File: config.mk
export PLATFORM = sky130hd
export DESIGN_NAME = sdram_ctrl_top
export DESIGN_NICKNAME = d
export VERILOG_FILES = /design/src/rtl/sdram_pkg.sv /design/src/rtl/mem_req_if.sv /design/src/rtl/disk_address_unit.sv /design/src/rtl/sdram_sequencer.sv /design/src/rtl/sdram_ctrl_top.sv
export VERILOG_INCLUDE_DIRS = /design/src /design/src/rtl
export SDC_FILE = /design/constraint.sdc
export NUM_CORES = 1
export LEC_CHECK = 0
export ABC_AREA = 1
export BUFFER_PORTS_ARGS = -buffer_cell sky130_fd_sc_hd__buf_2
export CAP_MARGIN = 15
export CORE_AREA = 2 2 94 96
export CTS_CLUSTER_DIAMETER = 80
export DETAILED_ROUTE_END_ITERATION = 7
export DIE_AREA = 0 0 96 98
export PLACE_DENSITY = 0.74
export SLEW_MARGIN = 20
export SYNTH_ARGS = -nofsm -noshare
export SYNTH_HDL_FRONTEND = slang
export SYNTH_HIERARCHICAL = 1
export SYNTH_SLANG_ARGS = --single-unit
File: constraint.sdc
create_clock -name clock -period 1.8 [get_ports clock]
set_input_delay 0.18 -clock clock [delete_from_list [all_inputs] [get_ports clock]]
set_output_delay 0.18 -clock clock [all_outputs]
set_load 0.01 [all_outputs]
File: src/rtl/sdram_params.svh
/*
 * SDRAM controller parameters
 * Bus and pin widths, disk geometry fields and the mode register word
 */
`ifndef SDRAM_PARAMS_SVH
`define SDRAM_PARAMS_SVH

// ==================================================
// SDRAM pins
// ==================================================
`define SDRAM_DATA_W    16  // DQ width, also the bus word width
`define SDRAM_ADDR_W    13  // A12..A0
`define SDRAM_BANK_W    2   // BS1, BS0

// Auto precharge on read/write, precharge all on PRE
`define A10_BIT         10

// Mode register
// A9 = 1 burst read, single write
// A6..A4 = 010 CAS latency 2
// A3 = 0 sequential, A2..A0 = 000 burst length 1
`define MODE_REG_VALUE  13'h220

// ==================================================
// Disk image addressing
// ==================================================
`define MEM_ADDR_W      24  // Word address, bank + row + column
`define CYL_W           8   // Cylinder number
`define SECTOR_W        2   // Sector under the heads
`define WORD_OFFSET_W   9   // Words in one sector, lowest address bits

`endif

File: src/rtl/sdram_pkg.sv
/*
 * SDRAM controller types
 * Word address layout, FSM states and the SDRAM command opcodes
 */
`include "sdram_params.svh"

package sdram_pkg;

    // Word address as seen by the SDRAM, bank in the top bits
    typedef struct packed {
        logic [`SDRAM_BANK_W-1:0]  bank;
        logic [`SDRAM_ADDR_W-1:0]  row;
        logic [`WORD_OFFSET_W-1:0] column;
    } mem_addr_t;

    // Controller FSM, init states first
    typedef enum logic [4:0] {
        init_nop,             // NOP with DQM high after reset
        init_precharge,       // Precharge all banks
        init_precharge_wait,
        init_load_mode,       // Mode register write
        dispatch,             // Pick read, write or refresh
        rd_activate,
        rd_nop,
        rd_autoprecharge,     // Read with A10 set
        rd_wait,
        rd_capture,
        wr_activate,
        wr_nop,
        wr_autoprecharge,     // Write with A10 set
        wr_wait,
        wr_after_wait,
        ref_issue,            // Auto refresh
        ref_wait1,
        ref_wait2
    } seq_state_e;

    // Bits are {cs_n, ras_n, cas_n, we_n}
    typedef enum logic [3:0] {
        cmd_nop           = 4'b1111,  // CS high, deselect
        cmd_activate      = 4'b0011,
        cmd_read          = 4'b0101,
        cmd_write         = 4'b0100,
        cmd_refresh       = 4'b0001,
        cmd_precharge_all = 4'b0010,
        cmd_load_mode     = 4'b0000
    } sdram_cmd_e;

endpackage

File: src/rtl/mem_req_if.sv
/*
 * Memory request interface
 * Request levels and current word address out of the address unit,
 * done strobes back from the SDRAM sequencer
 */
`timescale 1ns/100ps

interface mem_req_if;
    import sdram_pkg::*;

    logic      read_req;    // Level, held until read_done
    logic      write_req;   // Level, held until write_done
    mem_addr_t cur_addr;    // Current word address
    logic      read_done;   // One cycle, in rd_capture
    logic      write_done;  // One cycle, in wr_after_wait

    modport addr_side (
        output read_req,
        output write_req,
        output cur_addr,
        input  read_done,
        input  write_done
    );

    modport seq_side (
        input  read_req,
        input  write_req,
        input  cur_addr,
        output read_done,
        output write_done
    );

endinterface

File: src/rtl/disk_address_unit.sv
/*
 * Disk address unit
 * Word address register loaded from cylinder, head and sector,
 * plus the read and write request latches for the sequencer
 */
`timescale 1ns/100ps
`include "sdram_params.svh"

module disk_address_unit (
    input  logic                 clock,
    input  logic                 reset,
    input  logic                 load_address_busread,   // Sector load for a bus read
    input  logic                 load_address_buswrite,  // Sector load for a bus write
    input  logic                 dram_read_enbl,         // Read next word
    input  logic                 dram_write_enbl,        // Write current word
    input  logic                 dram_addr_incr,         // Skip a word without access
    input  logic                 dram_writeack,          // Write finished, step address
    input  logic [`SECTOR_W-1:0] sector_address,
    input  logic [`CYL_W-1:0]    cylinder_address,
    input  logic                 head_select,
    mem_req_if.addr_side         req
);
    import sdram_pkg::*;

    // Unused high address bits above the cylinder
    localparam int PAD_W = `MEM_ADDR_W - `CYL_W - 1 - `SECTOR_W - `WORD_OFFSET_W;

    logic      load_strobe;
    logic      incr_strobe;
    mem_addr_t load_addr;

    assign load_strobe = load_address_busread | load_address_buswrite;
    assign incr_strobe = dram_read_enbl | dram_addr_incr | dram_writeack;

    // Start of sector, word offset zero
    assign load_addr = {{PAD_W{1'b0}},
                        cylinder_address,
                        head_select,
                        sector_address,
                        {`WORD_OFFSET_W{1'b0}}};

    // ==================================================
    // Word address register
    // ==================================================
    always_ff @(posedge clock) begin
        if (reset) begin
            req.cur_addr <= '0;
        end else if (load_strobe) begin
            req.cur_addr <= load_addr;  // Load wins over any increment
        end else if (incr_strobe) begin
            req.cur_addr <= mem_addr_t'(req.cur_addr + 1'b1);
        end
    end

    // ==================================================
    // Request latches
    // ==================================================
    // Set by a strobe, cleared by the done pulse unless a new strobe
    // lands in the same cycle
    always_ff @(posedge clock) begin
        if (reset) begin
            req.read_req  <= 1'b0;
            req.write_req <= 1'b0;
        end else begin
            // Prefetch, the word at the new address is fetched right away
            req.read_req  <= load_address_busread | dram_read_enbl
                           | (req.read_req & ~req.read_done);
            req.write_req <= dram_write_enbl
                           | (req.write_req & ~req.write_done);
        end
    end

    // Bus side never loads and skips in the same cycle
    a_no_load_with_incr : assert property (
        @(posedge clock) disable iff (reset)
        load_strobe |-> !dram_addr_incr
    );

endmodule

File: src/rtl/sdram_sequencer.sv
/*
 * SDRAM command sequencer
 * Power-up init, auto refresh when idle, single word read and write
 * with auto precharge; all SDRAM pins leave through registers
 */
`timescale 1ns/100ps
`include "sdram_params.svh"

module sdram_sequencer (
    input  logic                     clock,
    input  logic                     reset,
    mem_req_if.seq_side              req,
    input  logic [`SDRAM_DATA_W-1:0] writedata,       // Bus write word
    input  logic [`SDRAM_DATA_W-1:0] sdram_dq_in,     // From DQ receivers
    output logic [`SDRAM_DATA_W-1:0] dram_readdata,   // Word at the current address
    output logic                     dram_writeack,   // One cycle per finished write
    output logic [`SDRAM_DATA_W-1:0] sdram_dq_out,    // To DQ drivers
    output logic                     sdram_dq_enable, // DQ driver enable
    output logic [`SDRAM_ADDR_W-1:0] sdram_address,
    output logic [`SDRAM_BANK_W-1:0] sdram_bank,
    output logic                     sdram_cs_n,
    output logic                     sdram_ras_n,
    output logic                     sdram_cas_n,
    output logic                     sdram_we_n,
    output logic [1:0]               sdram_dqm        // {upper, lower} byte mask
);
    import sdram_pkg::*;

    seq_state_e               state;
    seq_state_e               next_state;
    sdram_cmd_e               cmd_q;          // Command on the pins
    sdram_cmd_e               next_cmd;
    logic [`SDRAM_ADDR_W-1:0] next_addr;
    logic [`SDRAM_BANK_W-1:0] next_bank;
    logic [`SDRAM_DATA_W-1:0] next_dq;
    logic                     next_dq_en;
    logic [1:0]               next_dqm;
    logic [`SDRAM_ADDR_W-1:0] col_with_ap;    // Column plus auto precharge bit
    logic                     capture_q;

    always_comb begin
        col_with_ap = '0;
        col_with_ap[`WORD_OFFSET_W-1:0] = req.cur_addr.column;
        col_with_ap[`A10_BIT] = 1'b1;
    end

    // ==================================================
    // Next state and next pin values
    // ==================================================
    always_comb begin
        next_state = state;
        next_cmd   = cmd_nop;           // Most states deselect
        next_addr  = '0;
        next_bank  = '0;
        next_dq    = '0;
        next_dq_en = 1'b0;
        next_dqm   = 2'b00;
        case (state)
            init_nop: begin
                next_state = init_precharge;
                next_dqm   = 2'b11;     // Masks held high until init runs
            end
            init_precharge: begin
                next_state = init_precharge_wait;
                next_cmd   = cmd_precharge_all;
                next_addr[`A10_BIT] = 1'b1;  // All banks
            end
            init_precharge_wait: next_state = init_load_mode;
            init_load_mode: begin
                next_state = dispatch;
                next_cmd   = cmd_load_mode;
                next_addr  = `MODE_REG_VALUE;  // CL2, BL1
            end
            dispatch: begin
                if (req.read_req) begin
                    next_state = rd_activate;
                end else if (req.write_req) begin
                    next_state = wr_activate;
                end else begin
                    next_state = ref_issue;  // Nothing pending so keep the array refreshed
                end
            end
            rd_activate, wr_activate: begin
                next_state = (state == rd_activate) ? rd_nop : wr_nop;
                next_cmd   = cmd_activate;
                next_bank  = req.cur_addr.bank;
                next_addr  = req.cur_addr.row;  // Open the row
            end
            rd_nop:  next_state = rd_autoprecharge;
            rd_autoprecharge: begin
                next_state = rd_wait;
                next_cmd   = cmd_read;
                next_bank  = req.cur_addr.bank;
                next_addr  = col_with_ap;
            end
            rd_wait:    next_state = rd_capture;   // CAS latency
            rd_capture: next_state = dispatch;
            wr_nop:     next_state = wr_autoprecharge;
            wr_autoprecharge: begin
                next_state = wr_wait;
                next_cmd   = cmd_write;
                next_bank  = req.cur_addr.bank;
                next_addr  = col_with_ap;
                next_dq    = writedata;
                next_dq_en = 1'b1;      // Data goes out with the command
            end
            wr_wait:       next_state = wr_after_wait;
            wr_after_wait: next_state = dispatch;
            ref_issue: begin
                next_state = ref_wait1;
                next_cmd   = cmd_refresh;
            end
            ref_wait1: next_state = ref_wait2;
            ref_wait2: next_state = dispatch;   // tRC covered
            default:   next_state = init_nop;
        endcase
    end

    // ==================================================
    // State and registered pins
    // ==================================================
    always_ff @(posedge clock) begin
        if (reset) begin
            state           <= init_nop;
            cmd_q           <= cmd_nop;
            sdram_dq_enable <= 1'b0;
            sdram_dqm       <= 2'b11;
            capture_q       <= 1'b0;
            dram_readdata   <= '0;
            dram_writeack   <= 1'b0;
        end else begin
            state           <= next_state;
            cmd_q           <= next_cmd;
            sdram_dq_enable <= next_dq_en;
            sdram_dqm       <= next_dqm;
            capture_q       <= (state == rd_capture);
            if (capture_q) begin
                dram_readdata <= sdram_dq_in;   // DQ valid one cycle after rd_capture
            end
            dram_writeack   <= (state == wr_wait);
        end
    end

    // Address, bank and write data pins
    always_ff @(posedge clock) begin
        sdram_address <= next_addr;
        sdram_bank    <= next_bank;
        sdram_dq_out  <= next_dq;
    end

    assign {sdram_cs_n, sdram_ras_n, sdram_cas_n, sdram_we_n} = cmd_q;

    // Done strobes back to the request latches
    assign req.read_done  = (state == rd_capture);
    assign req.write_done = (state == wr_after_wait);

    // DQ driven only with the write command of a pending write request
    a_dq_enable_write : assert property (
        @(posedge clock) disable iff (reset)
        sdram_dq_enable |-> ((cmd_q == cmd_write) && req.write_req) ##1 !sdram_dq_enable
    );

    a_state_legal : assert property (
        @(posedge clock) disable iff (reset)
        !$isunknown(state) && (state inside {[init_nop:ref_wait2]})
    );

endmodule

File: src/rtl/sdram_ctrl_top.sv
/*
 * Disk-pack emulator SDRAM controller
 * Connects the disk address unit and the SDRAM sequencer
 */
`timescale 1ns/100ps
`include "sdram_params.svh"

module sdram_ctrl_top (
    input  logic                     clock,
    input  logic                     reset,
    // Bus side
    input  logic                     load_address_busread,
    input  logic                     load_address_buswrite,
    input  logic                     dram_read_enbl,
    input  logic                     dram_write_enbl,
    input  logic                     dram_addr_incr,
    input  logic [`SDRAM_DATA_W-1:0] writedata,
    input  logic [`SECTOR_W-1:0]     sector_address,
    input  logic [`CYL_W-1:0]        cylinder_address,
    input  logic                     head_select,
    output logic                     dram_writeack,
    output logic [`SDRAM_DATA_W-1:0] dram_readdata,
    // SDRAM pins
    input  logic [`SDRAM_DATA_W-1:0] sdram_dq_in,
    output logic [`SDRAM_DATA_W-1:0] sdram_dq_out,
    output logic                     sdram_dq_enable,
    output logic [`SDRAM_ADDR_W-1:0] sdram_address,
    output logic [`SDRAM_BANK_W-1:0] sdram_bank,
    output logic                     sdram_cs_n,
    output logic                     sdram_ras_n,
    output logic                     sdram_cas_n,
    output logic                     sdram_we_n,
    output logic [1:0]               sdram_dqm
);

    mem_req_if req_bus ();  // Requests and current address

    disk_address_unit u_addr (
        .clock                 (clock),
        .reset                 (reset),
        .load_address_busread  (load_address_busread),
        .load_address_buswrite (load_address_buswrite),
        .dram_read_enbl        (dram_read_enbl),
        .dram_write_enbl       (dram_write_enbl),
        .dram_addr_incr        (dram_addr_incr),
        .dram_writeack         (dram_writeack),  // Steps the address after a write
        .sector_address        (sector_address),
        .cylinder_address      (cylinder_address),
        .head_select           (head_select),
        .req                   (req_bus.addr_side)
    );

    sdram_sequencer u_seq (
        .clock           (clock),
        .reset           (reset),
        .req             (req_bus.seq_side),
        .writedata       (writedata),
        .sdram_dq_in     (sdram_dq_in),
        .dram_readdata   (dram_readdata),
        .dram_writeack   (dram_writeack),
        .sdram_dq_out    (sdram_dq_out),
        .sdram_dq_enable (sdram_dq_enable),
        .sdram_address   (sdram_address),
        .sdram_bank      (sdram_bank),
        .sdram_cs_n      (sdram_cs_n),
        .sdram_ras_n     (sdram_ras_n),
        .sdram_cas_n     (sdram_cas_n),
        .sdram_we_n      (sdram_we_n),
        .sdram_dqm       (sdram_dqm)
    );

endmodule

==> results.cfg, run 1 <==
[final_layout]
area_delta_synth_final_pct = 21.2
layout-drive-gt1-share_pct = 27.2
diodes = 0
fin_nets = 664
layout_common_cells = nor2_1 (115), buf_2 (104), dfxtp_1 (86)
final_area_sq_um = 4520
final_common_cell = nor2_1

[sta]
drv_slew = 0
tightestPinTransition_ns = 0.669
clock_skew_ns = 0.00798
setup_viol = 0
rsz0062_at_grt = false
setup-tns-final_ns = 0
hold_viol_final = 0
fin_crit_sh_pct = 83.8
fmax_ghz = 0.663
period_needed_ns = 1.51
relSlewSlack_pct = 55.2

[clock_tree]
clock-sinks = 86
clk_latency_ns = 0.35
clk_pin_slew_ns = 0.09
cts_tree = built
cts_made_buffers = 9
cts_setup_buffers = 0
cts_max_level = 3
root_buffer = clkbuf_8
clockBufferDepth = 2
postCtsHoldBufs = 0
ctsResizeCount = 0

[route]
ant_nets = 0
wl_per_cell_microns = 12.6
routed_wirelength_mm = 9.12
drc_errors = 0
vias = 3614
firstDrtPassIters = 5
drt_iter0_drc = 305
viasPerCell = 4.98

[placed_design]
gp_congestion = 0.928
placed_area_sq_um = 4340
portBuffers = 104
hpwl_mm = 6.84

[power]
leakage_nw = 2.11
irDropWorstVdd_mv = 0.369
power_per_cell_area_nw_per_um2 = 931

[hold_path]
hp-class = in2reg
worst_hold_path.num_cells = 3
hp-start = writedata[10]
holdPathEnd = u_seq/sdram_dq_out[10]$_SDFF_PN0_

[yosys]
syn_area_per_cell_sq_um = 7.36
syn_nets = 558
syn_area_sq_um = 3730
ys_types = 28
syn_inst = 507
synth-seq-cells = 86
ys_seq_area_share_pct = 46.1
yosys_warnings = 6

[floorplan]
start_util_pct = 44.1
core-area_sq_um = 8470
dieWidth_microns = 96
rows = 34
die_h_microns = 98
io_pins = 105
dieArea_sq_um = 9410

[run]
cap_violations = 0

[setup_path]
arrival_ns = 1.73
r2r_cells = 7
r2r_end = u_seq/cmd_q[2]$_SDFF_PP1_
start_kind = flip-flop
rr_startpoint = u_seq/state[3]$_SDFF_PP0_
rrSetupSlack_ns = 0.29
crit_type = reg2reg
cp_max_fo = 18
endpoint_kind = flip-flop
worstPathRequired_ns = 2.02

[global_routing]
grt_pass1_wl_mm = 15.0
grt.overflow.total = 0
grt_max_degree = 24
grt_pass1_vias = 3293
antenna_found_initial = 0
grt_usage_pct = 19.9

[run_status]
status = finished, final reports clean
==> area by class of cell <==
class	count	area, sq um
well taps	108	135
flip-flops and latches	86	1720
inverters	62	233
fillers	841	3940
clock buffers	10	138
clock inverters	6	47.5
repair buffers	110	566
multi-input cells	344	1680
==> routing by layer <==
| layer | up-vias | global-route usage (%) | routed length [microns] |
|---|---|---|---|
| met5 | - | 0 | 0 |
| met4 | 0 | 7.03 | 112 |
| met3 | 12 | 4.01 | 813 |
| li1 | 1827 | - | - |
| met1 | 1618 | 27.3 | 4200 |
| met2 | 157 | 30.8 | 3990 |
==> Yosys cell counts, drive strengths merged <==
cell / count / area share (%)
and2: 1 / 0.17
a22o: 8 / 2.1
o21ai: 22 / 3.0
dfxtp: 86 / 46
nand2: 84 / 9.7
nor3: 6 / 0.80
nand4: 7 / 1.2
ha: 1 / 0.34
xor2: 2 / 0.47
inv: 62 / 6.2
nand3: 47 / 6.8
buf: 8 / 1.8
o21bai: 4 / 0.80
a21oi: 23 / 3.2
clkbuf: 7 / 0.74
a22oi: 11 / 2.2
nor2: 128 / 14
==> registers in the layout, indices dropped and copies added, names as in the netlist <==
| register | count |
|---|---|
| u_addr/req.cur_addr | 24 |
| u_seq/dram_readdata | 16 |
| u_seq/sdram_dq_out | 16 |
| u_seq/sdram_address | 13 |
| u_seq/state | 5 |
| u_seq/cmd_q | 4 |
| u_seq/sdram_bank | 2 |
| u_addr/req.read_req | 1 |
| u_addr/req.write_req | 1 |
| u_seq/capture_q | 1 |
| u_seq/dram_writeack | 1 |
| u_seq/sdram_dq_enable | 1 |
| u_seq/sdram_dqm | 1 |
==> through the flow <==
stage                     hold WS [ns]  total power, mW  setup slack [ns]  util, %  instances
final                           0.0323             4.21             0.291     53.4        726
after global routing            0.0289             4.45             0.136     53.4        726
after CTS                       0.0168             4.24             0.292     53.4        726
after detailed placement         0.401             3.00             0.298     51.2        710
after global placement           0.398             2.99             0.311     51.2        710
after floorplan                  0.249             2.73             0.472        -        507
==> how the worst max path moves through the flow <==
stage                                                 to  cells after the start                                 from
floorplan           u_addr/req.cur_addr[18]$_SDFFE_PP0P_                      8  u_addr/req.cur_addr[0]$_SDFFE_PP0P_
global placement               u_seq/cmd_q[2]$_SDFF_PP1_                      7            u_seq/state[3]$_SDFF_PP0_
detailed placement             u_seq/cmd_q[2]$_SDFF_PP1_                      7            u_seq/state[3]$_SDFF_PP0_
CTS                            u_seq/cmd_q[2]$_SDFF_PP1_                      7            u_seq/state[3]$_SDFF_PP0_
global route                   u_seq/state[2]$_SDFF_PP0_                      7            u_seq/state[3]$_SDFF_PP0_
finish                         u_seq/cmd_q[2]$_SDFF_PP1_                      7            u_seq/state[3]$_SDFF_PP0_
==> report_power, final <==
group | internal (mW) | total, mW | switching [mW]
logic | 0.300 | 0.819 | 0.518
clock network | 0.546 | 1.25 | 0.705
registers | 2.04 | 2.14 | 0.105
total | 2.88 | 4.21 | 1.33
==> critical path, stage by stage, from the launching register on <==
cell	delay, ns
dfxtp_1	0.49
nand2_2	0.14
nor2_4	0.13
nand2_4	0.15
nand2_4	0.21
nor2_2	0.08
nand3_2	0.10
nand3_1	0.08
==> cells by family (layout without fill, tap and decap cells) <==
logic type      count (synthesis)  after routing  synth area share [%]
simple gates                  273            273                  33.1
flops                          86             86                  46.1
buf+inv                        77            188                  8.78
compound gates                 68             68                  11.2
xor+xnor                        2              2                 0.469
fa+ha+maj                       1              1                 0.335
Note: power is estimated with default switching activity, not from simulation.
==> inputs of run 2 (changes only) <==
- clock period: 1.8 -> 1.4 ns (I/O delays scaled with it)
==> results.cfg, run 2 (synthesis results as in run 1) <==
[run_status]
status = finished, final reports clean

[floorplan]
core-area_sq_um = 8470
die_h_microns = 98
dieArea_sq_um = 9410
io_pins = 105
dieWidth_microns = 96
start_util_pct = 44.1
rows = 34

[setup_path]
cp.depth = 8
critical_path.slowest_cell = dfxtp_2
start_kind = flip-flop
rrSetupSlack_ns = 0.01
cp_max_fo = 5
r2r_end = u_addr/req.cur_addr[15]$_SDFFE_PP0P_
arrival_ns = 1.62
startpoint = u_addr/req.cur_addr[0]$_SDFFE_PP0P_
path_buf_inv = 1
endpoint = u_addr/req.cur_addr[15]$_SDFFE_PP0P_
cp_cell_sequence = nand2_2 -> nor2_4 -> nand2_4 -> nor2_4 -> buf_4 -> nand3_1 -> nand3_1 -> a21oi_1
cpLargestDelayFamily = simple AND/OR/NAND/NOR gates
crit_type = reg2reg
endpoint_kind = flip-flop
slowest_delay_ns = 0.37
worstPathRequired_ns = 1.64
rr_startpoint = u_addr/req.cur_addr[0]$_SDFFE_PP0P_
r2r_cells = 8

[sta]
relSlewSlack_pct = 59.1
fin_crit_sh_pct = 99.1
setup_ws_ns = 0.0124
tightestPinTransition_ns = 0.613
period_needed_ns = 1.39
rsz0062_at_grt = true
drv_slew = 0
fin_hold_ws_ns = 0.0198
fmax_ghz = 0.721
hold_viol_final = 0
setup_viol = 0
clock_skew_ns = 0.00938

[clock_tree]
root_buffer = clkbuf_8
clk_latency_ns = 0.35
clockBufferDepth = 2
cts_tree = built
clk_pin_slew_ns = 0.09
cts_made_buffers = 9
cts_max_level = 3
clock-sinks = 86

[placed_design]
pre_cts_ws_ns = -0.0952
portBuffers = 104
gp_congestion = 0.910
placed_cells = 741
placed_area_sq_um = 4580
hpwl_mm = 7.18

[final_layout]
largest_reg_flops = 24
fin_nets = 728
fillers = 734
finalNonFillerCells = 790
layout_common_cells = nor2_1 (105), buf_2 (104), nand2_1 (69)
layout-drive-gt1-share_pct = 36.4
final_area_sq_um = 5240
reg_top3 = u_addr/req.cur_addr x24, u_seq/dram_readdata x16, u_seq/sdram_dq_out x16
top_register = u_addr/req.cur_addr
area_delta_synth_final_pct = 40.4
diodes = 0
final_common_cell = nor2_1

[route]
viasPerCell = 4.91
routed_wirelength_mm = 10.5
vias = 3879
ant_nets = 0
drt_iter0_drc = 267
firstDrtPassIters = 5
drc_errors = 0
wl_per_cell_microns = 13.3

[run]
cap_violations = 0

[global_routing]
grt.overflow.total = 0
antenna_found_initial = 0
grt_pass1_vias = 3505
grt_max_degree = 24
grt_usage_pct = 21.8
grt_pass1_wl_mm = 16.3

[power]
irDropWorstVdd_mv = 0.596
p_total_mw = 5.78
leakage_nw = 2.47
power_per_cell_area_nw_per_um2 = 1100

[hold_path]
worst_hold_path.num_cells = 3
hp-class = in2reg
-- run 2: cell count changes in the layout (fill, tap and decap cells not counted), moves of 4 or more --
cell | before | now
dlygate4sd3_1 | 0 | 25
dfxtp_1 | 86 | 64
dfxtp_4 | 0 | 4
nor2_4 | 5 | 11
dfxtp_2 | 0 | 18
buf_4 | 6 | 43
nor2_2 | 8 | 12
nor2_1 | 115 | 105
-- run 2: power by group --
part           switching (mW)  leakage, nW  internal, mW
Sequential              0.135        0.708          2.64
Clock                   0.915        0.103         0.831
Combinational           0.734         1.66         0.528
-- run 2: layout make-up --
cell class                      count  area, sq um  area share (%)
Multi-Input combinational cell    344         1790            34.1
Timing Repair Buffer              174         1120            21.5
Clock inverter                      7         75.1            1.43
Tap cell                          108          135            2.58
Sequential cell                    86         1760            33.6
Clock buffer                        9          124            2.36
Inverter                           62          235            4.49
-- run 2: timing repair --
action                     CTS  global route
hold endpoints to repair    25             0
pin swaps                    1            13
resized for setup            9            47
hold buffers                25             0
buffers inserted             0             8
setup endpoints to repair   19            37
-- run 2: stage by stage --
stage | TNS [ns] | utilization (%)
2_1_floorplan | 0 | -
3_3_place_gp | -0.114 | 54.1
3_5_place_dp | -0.511 | 54.1
4_1_cts | 0 | 59.6
5_1_grt | -0.270 | 61.9
6_report | 0 | 61.9
-- run 2: worst min path at each step --
| stage | startpoint | endpoint |
|---|---|---|
| CTS | sdram_dq_in[15] | u_seq/dram_readdata[15]$_SDFFE_PP0P_ |
| global placement | dram_write_enbl | u_addr/req.write_req$_SDFF_PP0_ |
| global route | sdram_dq_in[1] | u_seq/dram_readdata[1]$_SDFFE_PP0P_ |
| finish | sdram_dq_in[15] | u_seq/dram_readdata[15]$_SDFFE_PP0P_ |
| floorplan | reset | u_addr/req.cur_addr[19]$_SDFFE_PP0P_ |
| detailed placement | writedata[11] | u_seq/sdram_dq_out[11]$_SDFF_PN0_ |
-- run 2: per-layer routing --
| layer | track usage [%] | up-vias | wire length [microns] | part of all wire (%) |
|---|---|---|---|---|
| met3 | 4.09 | 12 | 756 | 7.2 |
| li1 | - | 1965 | - | - |
| met1 | 29.1 | 1744 | 4690 | 44 |
| met4 | 6.26 | 0 | 109 | 1.0 |
| met2 | 35.6 | 158 | 4980 | 47 |
| met5 | 0 | - | 0 | 0 |
-- run 2: tightest hold or removal path: stages --
cell	delay, ns
buf_2	0.08
nor2_1	0.04
nor2_1	0.08
